<file path="config.mk">
export PLATFORM = sky130hd
export DESIGN_NAME = qos_arb_top
export DESIGN_NICKNAME = d
export VERILOG_FILES = /design/src/logic/qos_pkg.sv /design/src/logic/qos_arb_top.sv /design/src/logic/qos_arbiter.sv /design/src/logic/qos_score_unit.sv
export SDC_FILE = /design/constraint.sdc
export NUM_CORES = 1
export LEC_CHECK = 0
export BUFFER_PORTS_ARGS = -buffer_cell sky130_fd_sc_hd__buf_2
export CORE_ASPECT_RATIO = 0.5
export CORE_MARGIN = 2
export CORE_UTILIZATION = 45
export CTS_CLUSTER_DIAMETER = 50
export DETAILED_ROUTE_END_ITERATION = 8
export GPL_ROUTABILITY_DRIVEN = 1
export PLACE_DENSITY = 0.63
export SETUP_SLACK_MARGIN = 0.4
export SYNTH_ARGS = -nofsm -noshare
export SYNTH_HDL_FRONTEND = slang
export SYNTH_HIERARCHICAL = 1
export SYNTH_SLANG_ARGS = --single-unit
</file>
<file path="constraint.sdc">
create_clock -name clk -period 7.95 [get_ports clk]
set_input_delay 0.795 -clock clk [delete_from_list [all_inputs] [get_ports clk]]
set_output_delay 0.795 -clock clk [all_outputs]
set_load 0.01 [all_outputs]
</file>
<file path="src/logic/qos_pkg.sv">
// requester constants and packed structs for the qos arbiter
package qos_pkg;

    // requester count, fixed at four
    // the stage 1 comparison matrix is sized from this
    localparam int NUM_REQ = 4;

    // base priority and score share one width
    localparam int SCORE_W = 4;

    // index of one requester
    localparam int IDX_W = 2;

    // one score per requester
    // score0 sits in the low bits
    typedef struct packed {
        logic [SCORE_W-1:0] score3;
        logic [SCORE_W-1:0] score2;
        logic [SCORE_W-1:0] score1;
        logic [SCORE_W-1:0] score0;
    } score_vec_t;

    // configuration write into the score unit
    // a single-cycle strobe that loads one base priority
    typedef struct packed {
        // write strobe
        logic               wr;
        // requester to update
        logic [IDX_W-1:0]   idx;
        // new base priority
        logic [SCORE_W-1:0] base;
    } cfg_wr_t;

    // record passed between arbiter stages
    typedef struct packed {
        // at least one request was present
        logic               valid;
        // index of the winner
        logic [IDX_W-1:0]   idx;
        // score of the winner
        logic [SCORE_W-1:0] score;
    } arb_stage_t;

    // empty stage record, used at reset
    localparam arb_stage_t ARB_STAGE_IDLE = '{
        valid: 1'b0,
        idx:   '0,
        score: '0
    };

endpackage

</file>
<file path="src/logic/qos_arb_top.sv">
// qos arbiter top level with score unit and grant feedback
`timescale 1ns/100ps

module qos_arb_top
    import qos_pkg::*;
#(
    // longest wait counted into a score
    parameter int AGE_LIMIT = 7
) (
    input  logic               clk,
    input  logic               rst_n,
    // base priority write
    input  cfg_wr_t            cfg_i,
    // request levels, sampled every clock
    input  logic [NUM_REQ-1:0] req_i,
    // one-hot grant, three cycles behind the sample
    output logic [NUM_REQ-1:0] grant_o,
    // score that won, aligned with grant_o
    output logic [SCORE_W-1:0] grant_score_o
);

    // current per-requester scores
    score_vec_t scores;

    // grant_o loops back so a granted requester stops aging
    qos_score_unit #(
        .AGE_LIMIT (AGE_LIMIT)
    ) u_score (
        .clk      (clk),
        .rst_n    (rst_n),
        .cfg_i    (cfg_i),
        .req_i    (req_i),
        .grant_i  (grant_o),
        .scores_o (scores)
    );

    qos_arbiter u_arb (
        .clk           (clk),
        .rst_n         (rst_n),
        .req_i         (req_i),
        .scores_i      (scores),
        .grant_o       (grant_o),
        .grant_score_o (grant_score_o)
    );

endmodule

</file>
<file path="src/logic/qos_arbiter.sv">
// three-stage max-score arbiter with lowest-index tie break
`timescale 1ns/100ps

module qos_arbiter
    import qos_pkg::*;
(
    input  logic               clk,
    input  logic               rst_n,
    input  logic [NUM_REQ-1:0] req_i,
    input  score_vec_t         scores_i,
    output logic [NUM_REQ-1:0] grant_o,
    output logic [SCORE_W-1:0] grant_score_o
);

    // scores unpacked for indexing
    logic [SCORE_W-1:0] score [NUM_REQ];

    // beats[k][j] is set when requester k is not displaced by j
    logic [NUM_REQ-1:0] beats [NUM_REQ];

    // exactly one bit set when any request is present
    logic [NUM_REQ-1:0] win;

    // stage 1 input record
    arb_stage_t s1_d;

    // pipeline registers
    arb_stage_t s1_q;
    arb_stage_t s2_q;

    // one-hot grant decoded from stage 2
    logic [NUM_REQ-1:0] grant_d;

    assign score[0] = scores_i.score0;
    assign score[1] = scores_i.score1;
    assign score[2] = scores_i.score2;
    assign score[3] = scores_i.score3;

    // pairwise comparison
    // a lower index must be strictly beaten, a higher one only matched
    always_comb begin
        for (int k = 0; k < NUM_REQ; k++) begin
            for (int j = 0; j < NUM_REQ; j++) begin
                if (j == k || !req_i[j]) begin
                    beats[k][j] = 1'b1;
                end else if (j < k) begin
                    beats[k][j] = score[k] > score[j];
                end else begin
                    beats[k][j] = score[k] >= score[j];
                end
            end
        end
    end

    // winner must request and hold against every other requester
    always_comb begin
        for (int k = 0; k < NUM_REQ; k++) begin
            win[k] = req_i[k] && (&beats[k]);
        end
    end

    // encode the one-hot winner into a stage record
    always_comb begin
        s1_d       = ARB_STAGE_IDLE;
        s1_d.valid = |req_i;
        for (int k = 0; k < NUM_REQ; k++) begin
            if (win[k]) begin
                s1_d.idx   = IDX_W'(k);
                s1_d.score = score[k];
            end
        end
    end

    // stage 1, search result
    always_ff @(posedge clk or negedge rst_n) begin
        if (!rst_n) begin
            s1_q <= ARB_STAGE_IDLE;
        end else begin
            s1_q <= s1_d;
        end
    end

    // stage 2, carry
    always_ff @(posedge clk or negedge rst_n) begin
        if (!rst_n) begin
            s2_q <= ARB_STAGE_IDLE;
        end else begin
            s2_q <= s1_q;
        end
    end

    // index to one-hot, empty when no request was seen
    always_comb begin
        grant_d = '0;
        if (s2_q.valid) begin
            grant_d[s2_q.idx] = 1'b1;
        end
    end

    // stage 3, grant and its score
    always_ff @(posedge clk or negedge rst_n) begin
        if (!rst_n) begin
            grant_o       <= '0;
            grant_score_o <= '0;
        end else begin
            grant_o <= grant_d;
            if (s2_q.valid) begin
                grant_score_o <= s2_q.score;
            end else begin
                grant_score_o <= '0;
            end
        end
    end

endmodule

</file>
<file path="src/logic/qos_score_unit.sv">
// base priority registers, age counters and saturating scores
`timescale 1ns/100ps

module qos_score_unit
    import qos_pkg::*;
#(
    parameter int AGE_LIMIT = 7
) (
    input  logic               clk,
    input  logic               rst_n,
    input  cfg_wr_t            cfg_i,
    input  logic [NUM_REQ-1:0] req_i,
    input  logic [NUM_REQ-1:0] grant_i,
    output score_vec_t         scores_o
);

    // ceiling for the age counters
    localparam logic [SCORE_W-1:0] AGE_MAX = SCORE_W'(AGE_LIMIT);

    // programmable base priorities
    logic [SCORE_W-1:0] base_q [NUM_REQ];

    // cycles spent waiting without a grant
    logic [SCORE_W-1:0] age_q [NUM_REQ];

    // base plus age with a carry bit
    logic [SCORE_W:0] sum_wide [NUM_REQ];

    // saturated scores
    logic [SCORE_W-1:0] score [NUM_REQ];

    // base priority writes, one requester per strobe
    always_ff @(posedge clk or negedge rst_n) begin
        if (!rst_n) begin
            for (int k = 0; k < NUM_REQ; k++) begin
                base_q[k] <= '0;
            end
        end else if (cfg_i.wr) begin
            base_q[cfg_i.idx] <= cfg_i.base;
        end
    end

    // aging
    // a requester ages only while it asks and is not granted
    always_ff @(posedge clk or negedge rst_n) begin
        if (!rst_n) begin
            for (int k = 0; k < NUM_REQ; k++) begin
                age_q[k] <= '0;
            end
        end else begin
            for (int k = 0; k < NUM_REQ; k++) begin
                if (!req_i[k] || grant_i[k]) begin
                    age_q[k] <= '0;
                end else if (age_q[k] != AGE_MAX) begin
                    age_q[k] <= age_q[k] + 1'b1;
                end
            end
        end
    end

    // score is base plus age, clamped to all ones on overflow
    always_comb begin
        for (int k = 0; k < NUM_REQ; k++) begin
            sum_wide[k] = {1'b0, base_q[k]} + {1'b0, age_q[k]};
            if (sum_wide[k][SCORE_W]) begin
                score[k] = '1;
            end else begin
                score[k] = sum_wide[k][SCORE_W-1:0];
            end
        end
    end

    // pack for the arbiter
    assign scores_o.score0 = score[0];
    assign scores_o.score1 = score[1];
    assign scores_o.score2 = score[2];
    assign scores_o.score3 = score[3];

endmodule

</file>
==> impl_metrics.toml, run 1 <==
[sta]
report.final.hold_viol_count = 0
fin_crit_sh_pct = 41.31
rsz0062_at_grt = "no"
slew_viol_final = 0
timing.slew.headroom_pct = 55.25
period_needed_ps = 3284
finalClockSkew_ps = 4.281
totalNegativeSetupSlack_ps = 0
hold_ws_ps = 348.5
worst-slew-pin-transition_ps = 671.3
finalSetupViolCount = 0
highest_clock_frequency_the_design_can_meet_ghz = 0.3045

[clocking]
tritoncts = "done"
post_cts_hold_buffer_count = 0
clock_transition_at_path_regs_ps = 70
cts_setup_buffers = 0
clock_sink_count = 54
insertion_delay_ps = 290
htree_levels = 2
cts_root_buffer = "sky130_fd_sc_hd__clkbuf_16"
clockBufferDepth = 2
cts_repair_resize_count = 0
tritoncts.num_buffers = 5

[pwr]
powerDensity_nw_per_um2 = 346.3
total_power_w = 0.001372
ir_worst_vdd_v = 0.0001215
total_leakage_power_nw = 1.939

[yosys]
synth_largest_type_area_fraction_pct = 37.75
syn_avg_cell_area_um2 = 10.47
synth_cells = 342
synth_seq_area_share_pct = 37.75
synth_top_cells_by_area = "sky130_fd_sc_hd__dfrtp_1 (38%), sky130_fd_sc_hd__ha_1 (15%), sky130_fd_sc_hd__mux2_2 (4.7%)"
post_synth_instance_area_um2 = 3580
post_synth_edffs = 0
synth-warning-count = 6
synth.distinct_cells = 51
postSynthRegisterBits = 54
synth_top_cells_by_count = "sky130_fd_sc_hd__dfrtp_1 (54), sky130_fd_sc_hd__ha_1 (44), sky130_fd_sc_hd__inv_1 (30)"
yosys_most_used_dff = "sky130_fd_sc_hd__dfrtp_1"
postSynth.asyncResetShare_pct = 100.0
yosysMostFrequentCell = "sky130_fd_sc_hd__dfrtp_1"
syn_nets = 403
synth_area_leader_cell = "sky130_fd_sc_hd__dfrtp_1"

[setup_path]
worst-endpoint-arrival_ps = 3510
family_with_the_most_delay_on_the_worst_path = "adder cells"
critical-path-max-stage-delay_ps = 470
crit_buf_inv = 2
critical_path.endpoint = "u_arb/s1_q[3]"
crit_fanout = 5
cp.required_ps = 8170
path_class = "flop to flop"
worstPathCellList = "ha_1 -> inv_1 -> fa_1 -> nand2_1 -> nor3_1 -> a31oi_1 -> inv_1 -> ha_1 -> and4_1 -> a22oi_2 -> o21ai_2 -> or4b_1 -> nand4_1"
worst-r2r-setup-slack_ps = 4670
crit_path_top_delay_cell = "sky130_fd_sc_hd__or4b_1"
worst_setup_path_end_kind = "flop"
timing.critical_path.depth = 13
critical_path.reg2reg.startpoint = "u_score/age_q[8]"
number_of_cell_instances_on_the_worst_register_to_register_path = 13
crit_start = "u_score/age_q[8]"
worst_r2r_endpoint = "u_arb/s1_q[3]"
critPathLaunchType = "flop"

[routing]
drt_first_iter_violations = 163
detail_route.drc_violations = 0
number_of_vias_per_cell = 5.590
drt_pass1_iterations = 5
post_drt_wl_per_cell_um = 16.57
vias = 2672
ant_nets = 0
routed_wl_um = 7919

[run_status]
run_status = "complete, no violations"

[final_layout]
diodes = 0
finalNetCount = 430
layout.core_utilization_pct = 52.71
area_delta_synth_final_pct = 10.66
area_of_the_multi_input_gates_um2 = 2112
post_route_cells_drive_above_1_share_pct = 15.68
n_fill_cell = 682
area.sequential_um2 = 1351

[hold_path]
worst_hold_path_type = "flop to flop"

[floorplanning]
die_area_um2 = 8728
num_io_pins = 21
initial_core_util_pct = 47.64
coreArea_um2 = 7515
die_y_um = 67.07
die_width_um = 130.1
placementRows = 22

[placed_design]
place.detailed.hpwl_um = 6298
gp_congestion = 0.9290
place.port_buffers = 20

[grt]
global_route.usage.total_pct = 20.39
number_of_global_route_vias_before_repair = 2605
grt_pass1_wl_um = 13250
antenna_found_initial = 0
largest_net_degree_at_the_start_of_global_routing = 55
global_route.overflow_total = 0

[job]
max_cap_violations = 0
-- cell usage in the layout, fill, tap and decap left out, types with 4 or more instances in the layout --
cell type                   Yosys  final
sky130_fd_sc_hd__a2111oi_0      4      4
sky130_fd_sc_hd__nor3_1         5      5
sky130_fd_sc_hd__inv_1         30     30
sky130_fd_sc_hd__nand2b_1       5      5
sky130_fd_sc_hd__a31oi_1        5      5
sky130_fd_sc_hd__a21o_1         7      7
sky130_fd_sc_hd__fa_1           4      4
sky130_fd_sc_hd__dfrtp_1       54     54
sky130_fd_sc_hd__nand3_1       11     11
sky130_fd_sc_hd__ha_1          44     44
sky130_fd_sc_hd__and2_1         4      4
sky130_fd_sc_hd__nand2_1       17     17
sky130_fd_sc_hd__clkbuf_16      0      5
sky130_fd_sc_hd__xnor2_1        6      6
sky130_fd_sc_hd__o21ai_0        7      7
sky130_fd_sc_hd__or3b_1         4      4
sky130_fd_sc_hd__o21ai_1        4      4
sky130_fd_sc_hd__mux2_2        15     15
sky130_fd_sc_hd__nor2b_1       11     11
sky130_fd_sc_hd__nand4b_1       4      4
sky130_fd_sc_hd__buf_2          0     20
sky130_fd_sc_hd__nand4_1       13     13
sky130_fd_sc_hd__o211ai_1       4      4
sky130_fd_sc_hd__mux2i_1        8      8
sky130_fd_sc_hd__nor2_1        25     25
sky130_fd_sc_hd__nand3b_1      11     11
-- power by group --
| part | internal (W) | switching (W) | leakage, nW | total, W |
|---|---|---|---|---|
| Clock | 0.000117 | 0.0000955 | 0.0708 | 0.000212 |
| Sequential | 0.000353 | 0.0000543 | 0.674 | 0.000407 |
| Combinational | 0.000325 | 0.000427 | 1.19 | 0.000752 |
-- worst register-to-register path: cells and delay by family, from the launching register on --
kind                     cells  cell delay [ps]
AO/OA/AOI/OAI                3              660
adder cells (fa/ha/maj)      3              990
buffers and inverters        2              210
flip-flops                   1              410
AND/OR/NAND/NOR              5              960
-- flip-flops by register name (all words and copies together), names as in the netlist --
signal and cells:
u_score/age_q 16, u_score/base_q 16, u_arb/s1_q 7, u_arb/s2_q 7, u_arb/grant_o 4, u_arb/grant_score_o 4
-- cell type report --
type                    count  share of cell area, %
clock inverters             2                 0.3474
inverters                  30                  2.843
clock buffers               6                  3.253
flip-flops and latches     54                  34.11
repair buffers             21                  2.716
multi-input cells         257                  53.32
well taps                 108                  3.411
-- per-stage QoR --
step                worst slack (ps)  instance area [um2]  cells
global route                    4434                 3961    478
global placement                4724                 3819    470
finish                          4666                 3961    478
CTS                             4696                 3961    478
floorplan                       5024                 3580    342
detailed placement              4726                 3819    470
-- per-layer routing --
layer | share of wire, % | global-route usage [%] | up-vias
li1 | - | - | 1316
met2 | 43 | 30.37 | 55
met1 | 52 | 30.08 | 1296
met4 | 0.92 | 5.780 | 0
met3 | 4.0 | 3.855 | 5
met5 | 0 | 0 | -
-- how the worst min path moves through the flow --
stage	to	start	cells after the start
detailed placement	u_arb/s2_q[6]	u_arb/s1_q[6]	0
global route	u_arb/s2_q[2]	u_arb/s1_q[2]	0
floorplan	u_arb/s2_q[0]	u_arb/s1_q[0]	0
finish	u_arb/s2_q[6]	u_arb/s1_q[6]	0
global placement	u_arb/s2_q[3]	u_arb/s1_q[3]	0
CTS	u_arb/s2_q[6]	u_arb/s1_q[6]	0
-- logic make-up after synthesis --
kind of cell | after synthesis | synth area share, %
xor gates and xnor gates | 6 | 1.468
adders and majority gates | 48 | 17.62
muxes | 23 | 6.956
AOI/OAI and AO/OA | 55 | 12.44
and+or+nand+nor | 125 | 20.52
buffers and inverters | 31 | 3.251
DFF | 54 | 37.75
(Power assumes the default switching activity.)
==> run 2, diff against run 1 <==
--- a/config.mk
+++ b/config.mk
@@ -12,7 +12,7 @@
 export CTS_CLUSTER_DIAMETER = 50
 export DETAILED_ROUTE_END_ITERATION = 8
 export GPL_ROUTABILITY_DRIVEN = 1
-export PLACE_DENSITY = 0.63
+export PLACE_DENSITY = 0.65
 export SETUP_SLACK_MARGIN = 0.4
 export SYNTH_ARGS = -nofsm -noshare
 export SYNTH_HDL_FRONTEND = slang
==> constraint.sdc (replaced) <==
create_clock -name clk -period 2.75 [get_ports clk]
set_input_delay 0.275 -clock clk [delete_from_list [all_inputs] [get_ports clk]]
set_output_delay 0.275 -clock clk [all_outputs]
set_load 0.01 [all_outputs]
==> run 2 against run 1 <==
  * The run now ends with setup timing left
  * Highest routed layer unchanged
  * Die area did not move
  * First-iteration DRC count rose by 33%
  * Via count rose by 15%
  * Critical path depth fell by 3
  * Count of clock-buffer cells in the layout fell by 1
  * Register-to-register slack got worse by 4900 ps
==> impl_metrics.toml, run 2 (same netlist as run 1, synthesis figures left out) <==
[run_status]
run_status = "finished, violations left"
failed_checks = "setup timing"

[clocking]
tritoncts.num_buffers = 5
clock_sink_count = 54
clock_transition_at_path_regs_ps = 70
insertion_delay_ps = 300
clockBufferDepth = 2
tritoncts = "done"
cts_root_buffer = "sky130_fd_sc_hd__clkbuf_16"
htree_levels = 2

[final_layout]
area_delta_synth_final_pct = 32.96
n_fill_cell = 593
area_of_the_multi_input_gates_um2 = 2444
most-common-layout-cells = "sky130_fd_sc_hd__buf_4 (57), sky130_fd_sc_hd__dfrtp_1 (54), sky130_fd_sc_hd__ha_1 (29)"
finalNetCount = 489
fin_cells = 537
post_route_cells_drive_above_1_share_pct = 38.69
reg.largest.list = "u_score/age_q (16), u_score/base_q (16)"
area.sequential_um2 = 1351
diodes = 0
layout.core_utilization_pct = 63.34
mostFrequentLayoutCell = "sky130_fd_sc_hd__buf_4"

[sta]
period_needed_ps = 2964
timing.slew.headroom_pct = 65.82
worst-slew-pin-transition_ps = 512.7
finalSetupViolCount = 6
finalClockSkew_ps = 6.917
setup_slack_ps = -214.0
report.final.hold_viol_count = 0
highest_clock_frequency_the_design_can_meet_ghz = 0.3374
slew_viol_final = 0
fin_crit_sh_pct = 107.8
rsz0062_at_grt = "yes"

[setup_path]
critPathLaunchType = "flop"
cp.required_ps = 2970
path_class = "flop to flop"
crit_path_top_delay_cell = "sky130_fd_sc_hd__or3b_4"
worst-r2r-setup-slack_ps = -210
worst_setup_path_end_kind = "flop"
worst-endpoint-arrival_ps = 3180
worstPathCellList = "ha_1 -> nor2b_2 -> o21ai_2 -> or3b_4 -> ha_4 -> and4_4 -> a22oi_2 -> o21ai_4 -> or3_4 -> a41oi_2"
critical_path.endpoint = "u_arb/s1_q[0]"
worst_r2r_endpoint = "u_arb/s1_q[0]"
crit_start = "u_score/base_q[10]"
critical_path.reg2reg.startpoint = "u_score/base_q[10]"
number_of_cell_instances_on_the_worst_register_to_register_path = 10
crit_fanout = 5
critical-path-max-stage-delay_ps = 460

[routing]
met2_length_um = 4345
detail_route.drc_violations = 0
dr.max_layer_used = "met4"
met3_wirelength_um = 490
drt_pass1_iterations = 5
ant_nets = 0
number_of_vias_per_cell = 5.702
vias = 3062
post_drt_wl_per_cell_um = 17.09
drt_first_iter_violations = 217
routedLengthMet1_um = 4201
routed_wl_um = 9177

[floorplanning]
num_io_pins = 21
die_area_um2 = 8728
die_width_um = 130.1
placementRows = 22
initial_core_util_pct = 47.64
coreArea_um2 = 7515
die_y_um = 67.07

[pwr]
ir_worst_vdd_v = 0.0004320
powerDensity_nw_per_um2 = 1058
total_leakage_power_nw = 2.256

[hold_path]
worst_hold_path_type = "primary input to flop"

[job]
max_cap_violations = 0

[grt]
global_route.overflow_total = 0
grt_pass1_wl_um = 14310
largest_net_degree_at_the_start_of_global_routing = 33
number_of_global_route_vias_before_repair = 2975
global_route.usage.total_pct = 21.88
antenna_found_initial = 0

[placed_design]
gp_congestion = 0.9252
place.detailed.hpwl_um = 6933
dp.cells = 515
place.port_buffers = 20
-- run 2: changes by cell type in the layout (fill, tap and decap cells not counted), sizes merged --
cell	before	now
buf	21	79
clkbuf	6	5
clkinv	2	1
dlygate4sd3	0	1
inv	30	32
-- run 2: routing by layer --
layer  track usage (%)  vias up
li1                  -     1441
met3             4.498       15
met5                 0        -
met2             36.58      109
met4             4.973        0
met1             29.46     1497
-- run 2: worst min path at each step --
| stage | startpoint | end | cells past startpoint |
|---|---|---|---|
| 5_1_grt | req_i[2] | u_arb/s1_q[6] | 2 |
| 2_1_floorplan | rst_n | u_arb/grant_o[0] | 0 |
| 4_1_cts | cfg_i[1] | u_score/base_q[13] | 3 |
| 3_5_place_dp | rst_n | u_score/age_q[2] | 1 |
| 6_report | cfg_i[1] | u_score/base_q[13] | 3 |
| 3_3_place_gp | rst_n | u_score/age_q[2] | 1 |
-- run 2: where the power goes --
group	internal, W	total, W	switching [W]
sequential	0.00102	0.00115	0.000129
combinational	0.00163	0.00324	0.00161
clock	0.000346	0.000649	0.000303
total	0.00299	0.00503	0.00204
-- run 2: repair_timing --
| action | in CTS | in global routing |
|---|---|---|
| endpoints found under the setup margin | 6 | 6 |
| cloned | 0 | 0 |
| endpoints found under the hold margin | 22 | 0 |
| setup buffers | 2 | 11 |
| resized for setup | 13 | 32 |
| pin swaps | 11 | 14 |
| hold buffers | 1 | 0 |
-- run 2: worst max-delay path: cells and delay by family (launching register included) --
kind            cells  cell delay [ps]
fa+ha+maj           2              650
compound gates      4              610
simple gates        4             1210
flops               1              390
-- run 2: cell type report --
class | count | share of cell area, %
Clock inverter | 3 | 0.5521
Multi-Input combinational cell | 257 | 51.34
Clock buffer | 5 | 2.629
Tap cell | 108 | 2.839
Timing Repair Buffer | 80 | 11.78
Inverter | 30 | 2.471
Sequential cell | 54 | 28.39
-- run 2: stage by stage --
| step | area [um2] | worst slack [ps] | hold slack, ps | total power [W] | TNS [ps] |
|---|---|---|---|---|---|
| 6_report | 4760 | -214.0 | 291.4 | 0.005035 | -986.8 |
| 5_1_grt | 4760 | -365.5 | 293.5 | 0.005430 | -1738 |
| 4_1_cts | 4478 | -190.4 | 277.4 | 0.004583 | -852.1 |
| 3_5_place_dp | 4248 | -282.8 | 277.0 | 0.003820 | -1397 |
| 3_3_place_gp | 4248 | -165.8 | 269.3 | 0.003695 | -661.1 |
| 2_1_floorplan | 3671 | -9.328 | -20.59 | 0.002860 | -9.328 |
